`src/common/sdram_pkg.sv`:
```
package sdram_pkg;

   typedef logic [1:0]  bank_t;
   typedef logic [12:0] row_t;
   typedef logic [8:0]  col_t;
   typedef logic [23:0] word_addr_t;   // bank on top, then row, then column.
   typedef logic [15:0] data_t;
   typedef logic [3:0]  cmd_t;         // packed as {csn, rasn, casn, wen}.

   localparam cmd_t CMD_NOP       = 4'b0111;
   localparam cmd_t CMD_ACTIVE    = 4'b0011;
   localparam cmd_t CMD_READ      = 4'b0101;
   localparam cmd_t CMD_WRITE     = 4'b0100;
   localparam cmd_t CMD_PRECHARGE = 4'b0010;
   localparam cmd_t CMD_REFRESH   = 4'b0001;
   localparam cmd_t CMD_LOAD_MODE = 4'b0000;

   // gaps are counted in clock cycles of NOP after the command.
   localparam int T_POWERUP        = 200;
   localparam int T_RP             = 2;
   localparam int T_RFC            = 7;
   localparam int T_MRD            = 2;
   localparam int T_RCD            = 2;
   localparam int CAS_LATENCY      = 2;
   localparam int T_WR             = 2;
   localparam int REFRESH_INTERVAL = 390;

   localparam logic [12:0] MODE_WORD      = 13'b0_0000_0010_0000; // cl 2, sequential, bl 1.
   localparam logic [12:0] ADDR_ALL_BANKS = 13'h0400;             // a10 high closes every bank.

   localparam int WAIT_W = $clog2(T_POWERUP);
   localparam int REF_W  = $clog2(REFRESH_INTERVAL);

   typedef logic [WAIT_W-1:0] wait_t;
   typedef logic [REF_W-1:0]  ref_cnt_t;

   localparam int         TEST_WORDS = 64;
   localparam int         TEST_IDX_W = $clog2(TEST_WORDS);
   localparam word_addr_t TEST_BASE  = 24'h41_2340;               // bank 1, away from row 0.

   typedef logic [TEST_IDX_W-1:0] test_idx_t;

   typedef enum logic [2:0] {
      INIT_WAIT,
      INIT_PRECHARGE,
      INIT_REFRESH1,
      INIT_REFRESH2,
      INIT_LOAD_MODE,
      INIT_DONE
   } init_state_t;

   typedef enum logic [3:0] {
      CTRL_INIT,
      CTRL_IDLE,
      CTRL_REFRESH,
      CTRL_ACTIVE,
      CTRL_READ,
      CTRL_WRITE,
      CTRL_PRECHARGE,
      CTRL_WAIT,
      CTRL_ACK
   } ctrl_state_t;

endpackage

```
`src/common/mem_req_if.sv`:
```
`timescale 1ns/10ps

interface mem_req_if
   import sdram_pkg::*;
();

   logic       req;     // stays high until ack is seen.
   logic       ack;     // stays high until req has dropped.
   logic       we;
   word_addr_t addr;
   data_t      wdata;
   data_t      rdata;   // valid while ack is high on a read.

   modport requester (
      output req, we, addr, wdata,
      input  ack, rdata
   );

   modport server (
      input  req, we, addr, wdata,
      output ack, rdata
   );

endinterface

```
`src/sdram_ctrl/sdram_init.sv`:
```
`timescale 1ns/10ps

module sdram_init
   import sdram_pkg::*;
(
   input  logic        clock,
   input  logic        rst_n,
   output cmd_t        init_cmd,
   output logic [12:0] init_addr,
   output logic        init_done
);

   init_state_t state;
   init_state_t after_wait;
   wait_t       wait_cnt;

   always_ff @(posedge clock or negedge rst_n) begin
      if (!rst_n) begin
         state      <= INIT_WAIT;   // the power-up delay is the first wait.
         after_wait <= INIT_PRECHARGE;
         wait_cnt   <= wait_t'(T_POWERUP - 1);
      end else begin
         case (state)
            INIT_WAIT: begin
               if (wait_cnt == '0) begin
                  state <= after_wait;
               end else begin
                  wait_cnt <= wait_cnt - 1'b1;
               end
            end
            INIT_PRECHARGE: begin
               state      <= INIT_WAIT;
               after_wait <= INIT_REFRESH1;
               wait_cnt   <= wait_t'(T_RP - 1);
            end
            INIT_REFRESH1: begin
               state      <= INIT_WAIT;
               after_wait <= INIT_REFRESH2;
               wait_cnt   <= wait_t'(T_RFC - 1);
            end
            INIT_REFRESH2: begin
               state      <= INIT_WAIT;
               after_wait <= INIT_LOAD_MODE;
               wait_cnt   <= wait_t'(T_RFC - 1);
            end
            INIT_LOAD_MODE: begin
               state      <= INIT_WAIT;
               after_wait <= INIT_DONE;
               wait_cnt   <= wait_t'(T_MRD - 1);
            end
            default: state <= INIT_DONE;   // the sequence runs once per reset.
         endcase
      end
   end

   always_comb begin
      case (state)
         INIT_PRECHARGE: init_cmd = CMD_PRECHARGE;
         INIT_REFRESH1:  init_cmd = CMD_REFRESH;
         INIT_REFRESH2:  init_cmd = CMD_REFRESH;
         INIT_LOAD_MODE: init_cmd = CMD_LOAD_MODE;
         default:        init_cmd = CMD_NOP;
      endcase
   end

   assign init_addr = (state == INIT_LOAD_MODE) ? MODE_WORD :
                      (state == INIT_PRECHARGE) ? ADDR_ALL_BANKS : '0;
   assign init_done = (state == INIT_DONE);

   a_done_sticky: assert property (@(posedge clock) disable iff (!rst_n)
      init_done |=> init_done)
      else $error("sdram_init: init_done fell after the sequence had finished.");

endmodule

```
`src/sdram_ctrl/sdram_ctrl.sv`:
```
`timescale 1ns/10ps

module sdram_ctrl
   import sdram_pkg::*;
(
   input  logic        clock,
   input  logic        rst_n,
   mem_req_if.server   mem,
   output logic        init_done,
   output logic        cke,
   output cmd_t        cmd,
   output bank_t       ba,
   output logic [12:0] addr,
   output data_t       dq_out,
   output logic        dq_oe,
   output logic        dqs_out,
   output logic        dqs_oe,
   input  data_t       dq_in
);

   cmd_t                   init_cmd;
   logic [12:0]            init_addr;
   ctrl_state_t            state;
   ctrl_state_t            after_wait;
   wait_t                  wait_cnt;
   ref_cnt_t               ref_cnt;
   logic                   ref_wrap;
   logic                   ref_pending;
   logic                   accept;
   logic                   acc_we;
   bank_t                  acc_bank;
   row_t                   acc_row;
   col_t                   acc_col;
   logic [CAS_LATENCY-1:0] rd_pipe;
   data_t                  rdata_q;
   cmd_t                   ctrl_cmd;
   logic [12:0]            ctrl_addr;

   sdram_init init_i (
      .clock     (clock),
      .rst_n     (rst_n),
      .init_cmd  (init_cmd),
      .init_addr (init_addr),
      .init_done (init_done)
   );

   assign ref_wrap = (ref_cnt == ref_cnt_t'(REFRESH_INTERVAL - 1));

   // the interval runs freely, so a refresh held back by an access is not lost.
   always_ff @(posedge clock or negedge rst_n) begin
      if (!rst_n) begin
         ref_cnt     <= '0;
         ref_pending <= 1'b0;
      end else if (init_done) begin
         ref_cnt <= ref_wrap ? '0 : ref_cnt + 1'b1;
         if (ref_wrap) begin
            ref_pending <= 1'b1;
         end else if (state == CTRL_REFRESH) begin
            ref_pending <= 1'b0;
         end
      end
   end

   assign accept = (state == CTRL_IDLE) && !ref_pending && mem.req;

   always_ff @(posedge clock or negedge rst_n) begin
      if (!rst_n) begin
         state      <= CTRL_INIT;
         after_wait <= CTRL_IDLE;
         wait_cnt   <= '0;
         cke        <= 1'b0;
      end else begin
         cke <= 1'b1;
         case (state)
            CTRL_INIT: begin
               if (init_done) begin
                  state <= CTRL_IDLE;
               end
            end
            CTRL_IDLE: begin
               if (ref_pending) begin
                  state <= CTRL_REFRESH;   // refresh wins over a waiting request.
               end else if (mem.req) begin
                  state <= CTRL_ACTIVE;
               end
            end
            CTRL_REFRESH: begin
               state      <= CTRL_WAIT;
               after_wait <= CTRL_IDLE;
               wait_cnt   <= wait_t'(T_RFC - 1);
            end
            CTRL_ACTIVE: begin
               state      <= CTRL_WAIT;
               after_wait <= acc_we ? CTRL_WRITE : CTRL_READ;
               wait_cnt   <= wait_t'(T_RCD - 1);
            end
            CTRL_WRITE: begin
               state      <= CTRL_WAIT;
               after_wait <= CTRL_PRECHARGE;
               wait_cnt   <= wait_t'(T_WR - 1);
            end
            CTRL_READ: begin
               state      <= CTRL_WAIT;
               after_wait <= CTRL_PRECHARGE;
               wait_cnt   <= wait_t'(CAS_LATENCY - 1);   // data lands in the last cycle.
            end
            CTRL_PRECHARGE: begin
               state      <= CTRL_WAIT;
               after_wait <= CTRL_ACK;
               wait_cnt   <= wait_t'(T_RP - 1);
            end
            CTRL_WAIT: begin
               if (wait_cnt == '0) begin
                  state <= after_wait;
               end else begin
                  wait_cnt <= wait_cnt - 1'b1;
               end
            end
            CTRL_ACK: begin
               if (!mem.req) begin
                  state <= CTRL_IDLE;
               end
            end
            default: state <= CTRL_IDLE;
         endcase
      end
   end

   always_ff @(posedge clock) begin
      if (accept) begin
         acc_we                       <= mem.we;
         {acc_bank, acc_row, acc_col} <= mem.addr;
         dq_out                       <= mem.wdata;
      end
      if (rd_pipe[CAS_LATENCY-1]) begin
         rdata_q <= dq_in;
      end
   end

   always_ff @(posedge clock or negedge rst_n) begin
      if (!rst_n) begin
         rd_pipe <= '0;
      end else begin
         rd_pipe <= (rd_pipe << 1) | CAS_LATENCY'(state == CTRL_READ);
      end
   end

   always_comb begin
      ctrl_cmd  = CMD_NOP;
      ctrl_addr = '0;
      ba        = '0;
      case (state)
         CTRL_REFRESH: ctrl_cmd = CMD_REFRESH;
         CTRL_ACTIVE: begin
            ctrl_cmd  = CMD_ACTIVE;
            ctrl_addr = acc_row;
            ba        = acc_bank;
         end
         CTRL_READ: begin
            ctrl_cmd  = CMD_READ;
            ctrl_addr = {4'b0000, acc_col};   // a10 low, no auto precharge.
            ba        = acc_bank;
         end
         CTRL_WRITE: begin
            ctrl_cmd  = CMD_WRITE;
            ctrl_addr = {4'b0000, acc_col};
            ba        = acc_bank;
         end
         CTRL_PRECHARGE: begin
            ctrl_cmd  = CMD_PRECHARGE;
            ctrl_addr = ADDR_ALL_BANKS;
         end
         default: ctrl_cmd = CMD_NOP;
      endcase
   end

   assign cmd       = init_done ? ctrl_cmd : init_cmd;
   assign addr      = init_done ? ctrl_addr : init_addr;
   assign dq_oe     = (state == CTRL_WRITE);
   assign dqs_out   = (state == CTRL_WRITE);   // a single strobe beat for burst length 1.
   assign dqs_oe    = (state == CTRL_WRITE);
   assign mem.ack   = (state == CTRL_ACK);
   assign mem.rdata = rdata_q;

   a_quiet_before_init: assert property (@(posedge clock) disable iff (!rst_n)
      !init_done |-> ctrl_cmd == CMD_NOP)
      else $error("sdram_ctrl: command issued while the power-up sequence was running.");

   a_ack_needs_req: assert property (@(posedge clock) disable iff (!rst_n)
      $rose(mem.ack) |-> mem.req)
      else $error("sdram_ctrl: ack rose without a pending request.");

endmodule

```
`src/verilog/mem_tester.sv`:
```
`timescale 1ns/10ps

module mem_tester
   import sdram_pkg::*;
(
   input  logic         clock,
   input  logic         rst_n,
   input  logic         init_done,
   mem_req_if.requester mem,
   output logic [7:0]   leds
);

   typedef enum logic [1:0] {
      TST_IDLE,
      TST_REQ,
      TST_DROP
   } tst_state_t;

   tst_state_t state;
   test_idx_t  idx;
   logic       writing;
   logic       req_q;
   logic [7:0] pass_cnt;
   logic       pass_seen;
   logic       err;
   word_addr_t cur_addr;
   data_t      pattern;

   // the request fields only change while req is low.
   assign cur_addr  = TEST_BASE + word_addr_t'(idx);
   assign pattern   = cur_addr[15:0] ^ {pass_cnt, pass_cnt};
   assign mem.req   = req_q;
   assign mem.we    = writing;
   assign mem.addr  = cur_addr;
   assign mem.wdata = pattern;

   always_ff @(posedge clock or negedge rst_n) begin
      if (!rst_n) begin
         state     <= TST_IDLE;
         idx       <= '0;
         writing   <= 1'b1;
         req_q     <= 1'b0;
         pass_cnt  <= '0;
         pass_seen <= 1'b0;
         err       <= 1'b0;
      end else begin
         case (state)
            TST_IDLE: begin
               if (init_done) begin
                  req_q <= 1'b1;
                  state <= TST_REQ;
               end
            end
            TST_REQ: begin
               if (mem.ack) begin
                  req_q <= 1'b0;
                  if (!writing && (mem.rdata != pattern)) begin
                     err <= 1'b1;   // stays set until the next reset.
                  end
                  state <= TST_DROP;
               end
            end
            TST_DROP: begin
               if (!mem.ack) begin
                  req_q <= 1'b1;
                  state <= TST_REQ;
                  if (idx == test_idx_t'(TEST_WORDS - 1)) begin
                     idx     <= '0;
                     writing <= !writing;
                     if (!writing) begin
                        pass_cnt  <= pass_cnt + 1'b1;
                        pass_seen <= 1'b1;
                     end
                  end else begin
                     idx <= idx + 1'b1;
                  end
               end
            end
            default: state <= TST_IDLE;
         endcase
      end
   end

   assign leds = {pass_cnt[4:0], err, pass_seen, init_done};

   a_req_after_ack_low: assert property (@(posedge clock) disable iff (!rst_n)
      $rose(mem.req) |-> !mem.ack)
      else $error("mem_tester: new request raised before ack was released.");

endmodule

```
`src/verilog/big_sdram_fpga.sv`:
```
`timescale 1ns/10ps

module big_sdram_fpga
   import sdram_pkg::*;
(
   input  logic        clock,
   input  logic        rst_n,
   output logic [7:0]  leds,
   output logic        ddr_clk,
   output logic        ddr_clkn,
   output logic        ddr_cke,
   output logic        ddr_csn,
   output logic        ddr_rasn,
   output logic        ddr_casn,
   output logic        ddr_wen,
   output logic [1:0]  ddr_ba,
   output logic [12:0] ddr_addr,
   output logic [1:0]  ddr_dm,
   output logic [15:0] ddr_dq_out,
   output logic        ddr_dq_oe,
   input  logic [15:0] ddr_dq_in,
   output logic [1:0]  ddr_dqs_out,
   output logic        ddr_dqs_oe
);

   logic init_done;
   cmd_t cmd;
   logic dqs_out;

   mem_req_if mem_bus ();

   mem_tester tester_i (
      .clock     (clock),
      .rst_n     (rst_n),
      .init_done (init_done),
      .mem       (mem_bus),
      .leds      (leds)
   );

   sdram_ctrl ctrl_i (
      .clock     (clock),
      .rst_n     (rst_n),
      .mem       (mem_bus),
      .init_done (init_done),
      .cke       (ddr_cke),
      .cmd       (cmd),
      .ba        (ddr_ba),
      .addr      (ddr_addr),
      .dq_out    (ddr_dq_out),
      .dq_oe     (ddr_dq_oe),
      .dqs_out   (dqs_out),
      .dqs_oe    (ddr_dqs_oe),
      .dq_in     (ddr_dq_in)
   );

   assign {ddr_csn, ddr_rasn, ddr_casn, ddr_wen} = cmd;
   assign ddr_dqs_out = {2{dqs_out}};   // both byte lanes strobe together.
   assign ddr_dm      = 2'b00;
   assign ddr_clk     = clock;
   assign ddr_clkn    = ~clock;

endmodule

```
`config.mk`:
```
export PLATFORM = sky130hd
export DESIGN_NAME = big_sdram_fpga
export DESIGN_NICKNAME = d
export VERILOG_FILES = /design/src/common/sdram_pkg.sv /design/src/common/mem_req_if.sv /design/src/sdram_ctrl/sdram_init.sv /design/src/sdram_ctrl/sdram_ctrl.sv /design/src/verilog/mem_tester.sv /design/src/verilog/big_sdram_fpga.sv
export SDC_FILE = /design/constraint.sdc
export NUM_CORES = 1
export LEC_CHECK = 0
export BUFFER_PORTS_ARGS = -buffer_cell sky130_fd_sc_hd__buf_2
export CAP_MARGIN = 20
export CORE_MARGIN = 2
export CORE_UTILIZATION = 60
export DETAILED_ROUTE_END_ITERATION = 8
export MAX_ROUTING_LAYER = met4
export PLACE_DENSITY_LB_ADDON = 0.05
export SETUP_SLACK_MARGIN = 0.3
export SYNTH_ARGS = -nofsm -noshare
export SYNTH_HDL_FRONTEND = slang
export SYNTH_HIERARCHICAL = 1
export SYNTH_SLANG_ARGS = --single-unit
export TNS_END_PERCENT = 10
```
`constraint.sdc`:
```
create_clock -name clock -period 7.05 [get_ports clock]
set_clock_uncertainty 0.1 [all_clocks]
set_input_delay 0 -clock clock [delete_from_list [all_inputs] [get_ports clock]]
set_output_delay 0 -clock clock [all_outputs]
set_load 0.1 [all_outputs]
```
* Word level (Yosys, flattened, before mapping)
Cells that the tools add are included.
** Word-level totals
- Bits in read-only memories :: 0
- Flip-flop bits (word level) :: 120
- Word-level logic and storage cells :: 130
- RAM bits :: 0
- Bits in latches :: 0
- Bits of input ports :: 18
- Output and inout bits :: 52
- Memories kept :: 0
** Operators by class
- Multipliers :: 0
- Div/mod/pow operators :: 0
- Add/subtract/negate cells :: 6
- Eq/ne operators :: 28
- Magnitude comparators :: 0
- Reductions and logical operators :: 33
- Muxes and demuxes :: 35
- Bitwise gates (word level) :: 5
- Shifts and indexed selects :: 0
** Operators by type and width (count)
- case mux 8 bit (3 select lines) :: 2
- case mux 13 bit (3 select lines) :: 1
- adder 23 x 6 -> 24 bit, first input constant :: 1
- two-way mux 11 bit :: 2
- two-way mux 4 bit :: 5
- case mux 4 bit (5 select lines) :: 1
- equality test 4 x 3 -> 1 bit, second input constant :: 4
- logical NOT 8 bit :: 2
- two-way mux 8 bit :: 2
- != test 16 bit :: 1
- case mux 4 bit (4 select lines) :: 1
- subtractor 8 x 1 -> 8 bit, second input constant :: 2
- XOR 16 bit :: 1
- case mux 3 bit (5 select lines) :: 1
- two-way mux 13 bit :: 1
- case mux 3 bit (4 select lines) :: 1
- AND reduction 4 bit :: 3
- != test 2 bit, second input constant :: 5
- adder 9 x 1 -> 9 bit, second input constant :: 1
- equality test 9 bit, second input constant :: 1
- two-way mux 9 bit :: 1
- case mux 3 bit (3 select lines) :: 1
- AND reduction 3 bit :: 3
- nonzero test 3 bit :: 3
- other kinds (34) :: 61

* Depth between registers and ports, before layout
Gate-level depths: netlist of the first run.
- Word-level depth :: 5
- Gate-level depth with buffers :: 9
- Mapped depth without buffers :: 6

* Modules after synthesis
Netlist of the first run, hierarchy kept.
** Modules (own cells, without submodules)
- sdram_ctrl :: seq. area each 2438.6 um2, instances 1, cells each 278, area an instance 3602.2 um2
- mem_tester :: seq. area each 501.7 um2, instances 1, cells each 147, area an instance 1390.1 um2
- sdram_init :: seq. area each 357.8 um2, instances 1, cells each 110, area an instance 938.4 um2
- big_sdram_fpga :: seq. area each 0.0 um2, instances 1, cells each 7, area an instance 45.0 um2

==> results of run 1 <==
-- flip-flops by register name, summed over array words and instances (netlist names), 2 cells and up --
signal	flops
ctrl_i/init_i/after_wait	3
ctrl_i/after_wait	4
ctrl_i/rd_pipe	2
tester_i/pass_cnt	8
ctrl_i/mem.rdata	16
ctrl_i/ref_cnt	9
ctrl_i/init_i/state	3
ctrl_i/wait_cnt	8
ctrl_i/acc_bank	2
ctrl_i/acc_row	13
ctrl_i/init_i/wait_cnt	8
tester_i/state	2
ctrl_i/state	4
ctrl_i/acc_col	9
ctrl_i/dq_out	16
tester_i/idx	6
-- worst register-to-register path: stages, from the launching register on --
cell      delay (ns)
dfrtp_1         0.81
and3b_1         0.26
buf_4           0.33
nor2_1          0.09
o21ai_0         0.31
o311ai_2        0.23
o31a_1          0.32
-- cell families after synthesis --
logic type,Yosys count,share of synthesized area [%]
buffers and inverters,104,9.90
other,5,0.314
xor gates and xnor gates,41,6.01
and+or+nand+nor,174,15.6
AOI/OAI and AO/OA,83,10.1
adders and majority gates,8,1.63
muxes,7,1.24
DFF,120,55.2
-- report_power, final --
| part | internal, mW | leakage [nW] | total [mW] | switching [mW] |
|---|---|---|---|---|
| clock | 0.634 | 0.325 | 1.03 | 0.401 |
| sequential | 0.733 | 1.33 | 0.733 | 0.0000439 |
| combinational | 0.0196 | 1.34 | 0.0689 | 0.0493 |
-- path summary, 6_finish.rpt --
kind / start / endpoint / slack [ns] / cells after the start
hold / removal: rst_n / ctrl_i/wait_cnt[6] / -0.01 / 3
min in group clock: ctrl_i/rd_pipe[0] / ctrl_i/rd_pipe[1] / 0.30 / 0
hold reg to reg: ctrl_i/rd_pipe[0] / ctrl_i/rd_pipe[1] / 0.30 / 0
setup reg to reg: ctrl_i/init_i/state[2] / ctrl_i/state[0] / 4.47 / 6
max in group asynchronous: rst_n / tester_i/pass_seen / 6.31 / 3
setup / recovery: clock / ddr_clkn / 2.41 / 5
-- metal layers --
metal	track usage (%)	part of all wire [%]
met1	27.6	42
met2	40.4	53
met3	7.36	4.0
met4	10.6	1.1
met5	-	0
-- through the flow --
stage	hold WS (ns)	utilization [%]
final	-0.0138	73.3
after global routing	0.0508	73.3
after CTS	0.00900	73.2
after detailed placement	0.0781	63.1
after global placement	0.0760	63.1
after floorplan	-0.396	-
-- placed cells by master, fill, tap and decap left out, types with 6 or more instances in the layout --
cell / synthesis / routed
xnor2_1: 27 / 27
dfrtp_1: 55 / 55
a21oi_1: 11 / 11
o22ai_1: 11 / 11
conb_1: 5 / 33
nand4_1: 13 / 13
inv_1: 33 / 33
nand2_1: 45 / 45
nor2_1: 40 / 40
clkbuf_16: 0 / 17
buf_2: 2 / 67
ha_1: 7 / 7
nand3_1: 11 / 11
nor3_1: 7 / 6
nand2b_1: 6 / 6
nor4_1: 8 / 8
dfstp_2: 8 / 8
dlygate4sd3_1: 0 / 33
o21ai_0: 16 / 16
a22oi_1: 11 / 11
edfxtp_1: 57 / 57
xor2_1: 14 / 14
-- cells in the mapped netlist, types with 4 or more instances --
library cell | n | area, um2
a21oi_1 | 11 | 55.1
a22oi_1 | 11 | 82.6
and2_1 | 5 | 31.3
and3_1 | 5 | 31.3
buf_4 | 51 | 383
clkbuf_1 | 16 | 60.1
conb_1 | 5 | 18.8
dfrtp_1 | 55 | 1380
dfstp_2 | 8 | 210
edfxtp_1 | 57 | 1710
ha_1 | 7 | 87.6
inv_1 | 33 | 124
mux2i_1 | 4 | 40.0
nand2_1 | 45 | 169
nand2b_1 | 6 | 37.5
nand3_1 | 11 | 55.1
nand4_1 | 13 | 81.3
nor2_1 | 40 | 150
nor2b_1 | 5 | 31.3
nor3_1 | 7 | 35.0
nor4_1 | 8 | 50.1
o21ai_0 | 16 | 80.1
o22ai_1 | 11 | 68.8
or2_2 | 4 | 25.0
xnor2_1 | 27 | 236
xor2_1 | 14 | 123
-- what timing repair did --
| action | CTS | global route |
|---|---|---|
| hold buffers | 33 | 0 |
| buffers inserted | 0 | 0 |
| endpoints found under the hold margin | 79 | 0 |
| gates resized for setup | 0 | 0 |
-- layout make-up --
cell class                 instances  area (um2)  area share, %
sequential                       120        3300           46.3
multi-input combinational        346        2200           30.8
timing repair buffer             101         678           9.51
clock buffer                      24         494           6.93
clock inverter                    14         176           2.47
tap                              133         166           2.33
inverter                          32         120           1.68
==> summary.md, run 1 <==
| Metric | Value |
|---|---|
| Wirelength, routed | 11900 um |
| Pin count of the biggest net entering global routing | 64 |
| Max-slew violations | 1 |
| CP delay by family, top | buffers and inverters |
| Vias in the first global route | between 4000 and 5000 |
| Avg Cell Area, Syn | 11.0 um2 |
| Final antenna-violating net count | 0 |
| Die extent in x | 104 um |
| Setup-failing EPs final | 0 |
| Number of synthesized flops with an enable pin | between 50 and 60 |
| Peak supply drop | 0.000254 V |
| Outcome | complete, but fails checks |
| Dpl ws | about 3.0 ns |
| Hold Slack | -0.0138 ns |
| Layout area overhead | 19.3% |
| PD cells | 258 nW/um2 |
| DPL Wire Length | between 7000 and 8000 um |
| Synth Instances | about 540 |
| Setup TNS | 0 ns |
| Initial antenna violation count | 0 |
| Crit path buf inv count | 5 |
| Worst setup EP type | output port |
| Lkg Pwr | around 3.0 nW |
| Via count | 4121 |
| Drt via density | 5.35 |
| Dpl cells | 701 |
| Worst slew pin tran | roughly 1.9 ns |
| Worst-path cell with the longest stage delay | buf_2 |
| First-pass GRT wire length | just under 20000 um |
| Fin nets | about 650 |
| Overflow after GRT | 0 |
| Hold WC Path Type | in2async |
| Clk Latency, worst-skew pair | between 0.6 and 0.7 ns |
| RePlAce Congestion | about 0.86 |
| Die area | 10800 um2 |
| Ant. Diodes | 0 |
| RSZ-0062 raised after global routing | false |
| Drt first pass iters | 5 |
| CP max FO | 16 |
| Most frequent CP cell | clkbuf_8 |
| DR WL/cell | approximately 15 um |
| Fin area | a little over 7000 um2 |
| Core area | between 9000 and 10000 um2 |
| Yosys warning count | 6 |
| FP Rows | 36 |
| Max-cap violations | 0 |
| Final hold vios | 7 |
| DRC Markers | 0 |
| CP cell instances | clkbuf_8, clkbuf_8, clkbuf_16, inv_1, buf_2 |
| Worst EP required | around 7 ns |
| Starting DRT DRC Count | between 200 and 300 |
| Overall routing resource usage | approximately 24% |
| Failing checks | hold timing, slew limit |
| IO buf count | 66 |
| Async S/R FF share, synth | ~53% |
| Critical path class | clk2out |
| Die Ht | about 100 um |
| Most used DFF post-synth | edfxtp_1 |
| Io pins | 70 |
| Fillers | around 700 |
| Yosys cell types | between 60 and 70 |
| Pwr Total | roughly 1.8 mW |
| Starting Density | between 60 and 70% |
| Layout cells sized above 1 | slightly above 20% |
| Critical Path Source Type | clock port |
| Slowest stage delay, CP | 0.41 ns |
| CTS tree | done |
| Clk slew on worst S/H paths | approximately 0.06 ns |
| Non-filler instance count after layout | 770 |
| Cell Area, Placed | 6140 um2 |
| Crit path arrival time | about 4.5 ns |
| Worst relative slew slack | -23.7% |
| Sequential share of the synthesized area | 55.2% |
| Final worst slack | 2.41 ns |
| Cell area after synthesis | roughly 6000 um2 |
| Synthesized flop and latch total | 120 |
Note: power is estimated with default switching activity, not from simulation.
==> inputs of run 2 (changes only) <==
--- a/config.mk
+++ b/config.mk
@@ -8,7 +8,7 @@
 export BUFFER_PORTS_ARGS = -buffer_cell sky130_fd_sc_hd__buf_2
 export CAP_MARGIN = 20
 export CORE_MARGIN = 2
-export CORE_UTILIZATION = 60
+export CORE_UTILIZATION = 53
 export DETAILED_ROUTE_END_ITERATION = 8
 export MAX_ROUTING_LAYER = met4
 export PLACE_DENSITY_LB_ADDON = 0.05
==> constraint.sdc (replaced) <==
create_clock -name clock -period 3.85 [get_ports clock]
set_clock_uncertainty 0.1 [all_clocks]
set_input_delay 0 -clock clock [delete_from_list [all_inputs] [get_ports clock]]
set_output_delay 0 -clock clock [all_outputs]
set_load 0.1 [all_outputs]
==> summary.md, run 2 (synthesized netlist as in run 1, its figures left out) <==
| Metric | Value |
|---|---|
| Final hold vios | 0 (was 7) |
| Most common cell after layout, fill and taps aside | buf_2 (unchanged) |
| First-pass GRT wire length | 19500 um (was 19900 um) |
| Crit path buf inv count | 1 (was 5) |
| Crit path arrival time | 3.01 ns (was 4.54 ns) |
| Worst-path cell with the longest stage delay | nor2_1 (was buf_2) |
| Clk Latency, worst-skew pair | 0.52 ns (was 0.62 ns) |
| CP delay by family, top | simple AND/OR/NAND/NOR gates (was buffers and inverters) |
| Ant. Diodes | 0 (unchanged) |
| Hold WC Path Type | in2reg (was in2async) |
| Fillers | 851 (was 696) |
| Post-CTS Setup Inserts | 0 (unchanged) |
| Critical Path Source Type | flop (was clock port) |
| Final antenna-violating net count | 0 (unchanged) |
| Fin nets | 639 (was 649) |
| CP cell instances | or2_2, nor2_1, a22oi_1, o22ai_1, buf_2 (was clkbuf_8, clkbuf_8, clkbuf_16, inv_1, buf_2) |
| FP Rows | 38 (was 36) |
| Fin crit share | about 81% |
| Starting Density | 54.6% (was 61.4%) |
| Critical path class | reg2out (was clk2out) |
| Drt first pass iters | 5 (unchanged) |
| Setup TNS | 0 ns (unchanged) |
| Pin count of the biggest net entering global routing | 42 (was 64) |
| Initial antenna violation count | 0 (unchanged) |
| Cts repair resizes | 0 (unchanged) |
| Starting DRT DRC Count | 315 (was 254) |
| CP max FO | 16 (unchanged) |
| Final worst slack | 0.738 ns (was 2.41 ns) |
| Lkg Pwr | 2.99 nW (about the same) |
| RePlAce Congestion | 0.798 (was 0.857) |
| Hold Slack | 0.0836 ns (was -0.0138 ns) |
| Worst EP required | 3.75 ns (was 6.95 ns) |
| Fmax achieved | 0.321 GHz |
| PD cells | 492 nW/um2 (was 258 nW/um2) |
| Slowest stage delay, CP | 0.71 ns (was 0.41 ns) |
| Failing checks | slew limit (was hold timing, slew limit) |
| DR WL/cell | 15.5 um (about the same) |
| CTS tree | done (unchanged) |
| Wirelength, routed | 11900 um (about the same) |
| Die extent in x | 110 um (was 104 um) |
| Commonest cells after routing, fill and taps aside | buf_2, edfxtp_1, dfrtp_1 (unchanged) |
| IO buf count | 66 (unchanged) |
| CTS Hold Buffers Added | 19 (was 33) |
| Io pins | 70 (unchanged) |
| Layout cells sized above 1 | 21.5% (was 20.6%) |
| Max-slew violations | 1 (unchanged) |
| DPL Wire Length | 7650 um (was 7130 um) |
| Clk slew on worst S/H paths | 0.06 ns (about the same) |
| Die area | 12100 um2 (was 10800 um2) |
| Core occupancy in the finished layout | 65.0% (was 73.3%) |
| Layout area overhead | 19.0% (was 19.3%) |
| Drt via density | 5.29 (was 5.35) |
| RSZ-0062 raised after global routing | false (unchanged) |
| Core area | 10900 um2 (was 9730 um2) |
| Worst relative slew slack | -22.3% (was -23.7%) |
| Outcome | complete, but fails checks (unchanged) |
| Worst slew pin tran | 1.83 ns (was 1.85 ns) |
| Post-route minimum period | a little over 3 ns |
| Worst setup EP type | output port (unchanged) |
| DRC Markers | 0 (unchanged) |
| Peak supply drop | 0.000597 V (was 0.000254 V) |
| Overall routing resource usage | 22.4% (was 24.4%) |
| Setup-failing EPs final | 0 (unchanged) |
| Max-cap violations | 0 (unchanged) |
| Overflow after GRT | 0 (unchanged) |
| Vias in the first global route | 3989 (was 4270) |
| Die Ht | 110 um (was 104 um) |
| Dpl ws | 1.28 ns (was 2.99 ns) |
| Via count | 4055 (was 4121) |
-- run 2: changes by cell type in the layout (fill, tap and decap cells not counted), sizes merged --
| cell | before | now |
|---|---|---|
| clkinvlp | 4 | 2 |
| dlygate4sd3 | 33 | 19 |
| clkbuf | 22 | 25 |
| buf | 70 | 74 |
| inv | 33 | 34 |
| clkinv | 5 | 3 |
-- run 2: per-stage QoR --
step                power, mW  instance area [um2]  cells
finish                   3.50                 7110    767
global route             3.62                 7110    767
CTS                      3.54                 7090    766
detailed placement       1.65                 6180    712
global placement         1.65                 6180    712
floorplan                1.64                 6090    570
-- run 2: worst paths after layout --
check	startpoint	end	slack [ns]	cells past startpoint
worst max-delay path	ctrl_i/state[3]	ddr_addr[7]	0.74	5
max in group asynchronous	rst_n	ctrl_i/ref_cnt[8]	2.31	5
worst max register to register	ctrl_i/state[0]	tester_i/pass_cnt[6]	1.21	6
worst min-delay path	ddr_dq_in[7]	ctrl_i/mem.rdata[7]	0.08	2
min in group asynchronous	rst_n	ctrl_i/init_i/wait_cnt[1]	0.47	3
worst min register to register	ctrl_i/rd_pipe[0]	ctrl_i/rd_pipe[1]	0.28	0
-- run 2: report_power, final --
group          internal (mW)  leakage (nW)  switching [mW]
sequential              1.34          1.33       0.0000974
combinational         0.0295          1.30          0.0883
clock                   1.29         0.356           0.751
total                   2.66          2.99           0.839
-- run 2: metal layers --
layer | global-route usage, % | wire (um) | vias to the layer above | share of wire (%)
li1 | - | - | 1973 | -
met1 | 26.5 | 5200 | 1973 | 44
met2 | 36.1 | 6080 | 91 | 51
met3 | 6.53 | 444 | 18 | 3.7
met4 | 9.29 | 182 | 0 | 1.5
met5 | - | 0 | - | 0
-- run 2: cell type report --
cell class              count  area (um2)  share of cell area, %
inverters                  32         120                   1.69
multi-input cells         346        2200                   31.0
repair buffers             91         591                   8.30
clock inverters            11         166                   2.34
well taps                 140         175                   2.46
flip-flops and latches    120        3300                   46.4
clock buffers              27         561                   7.88
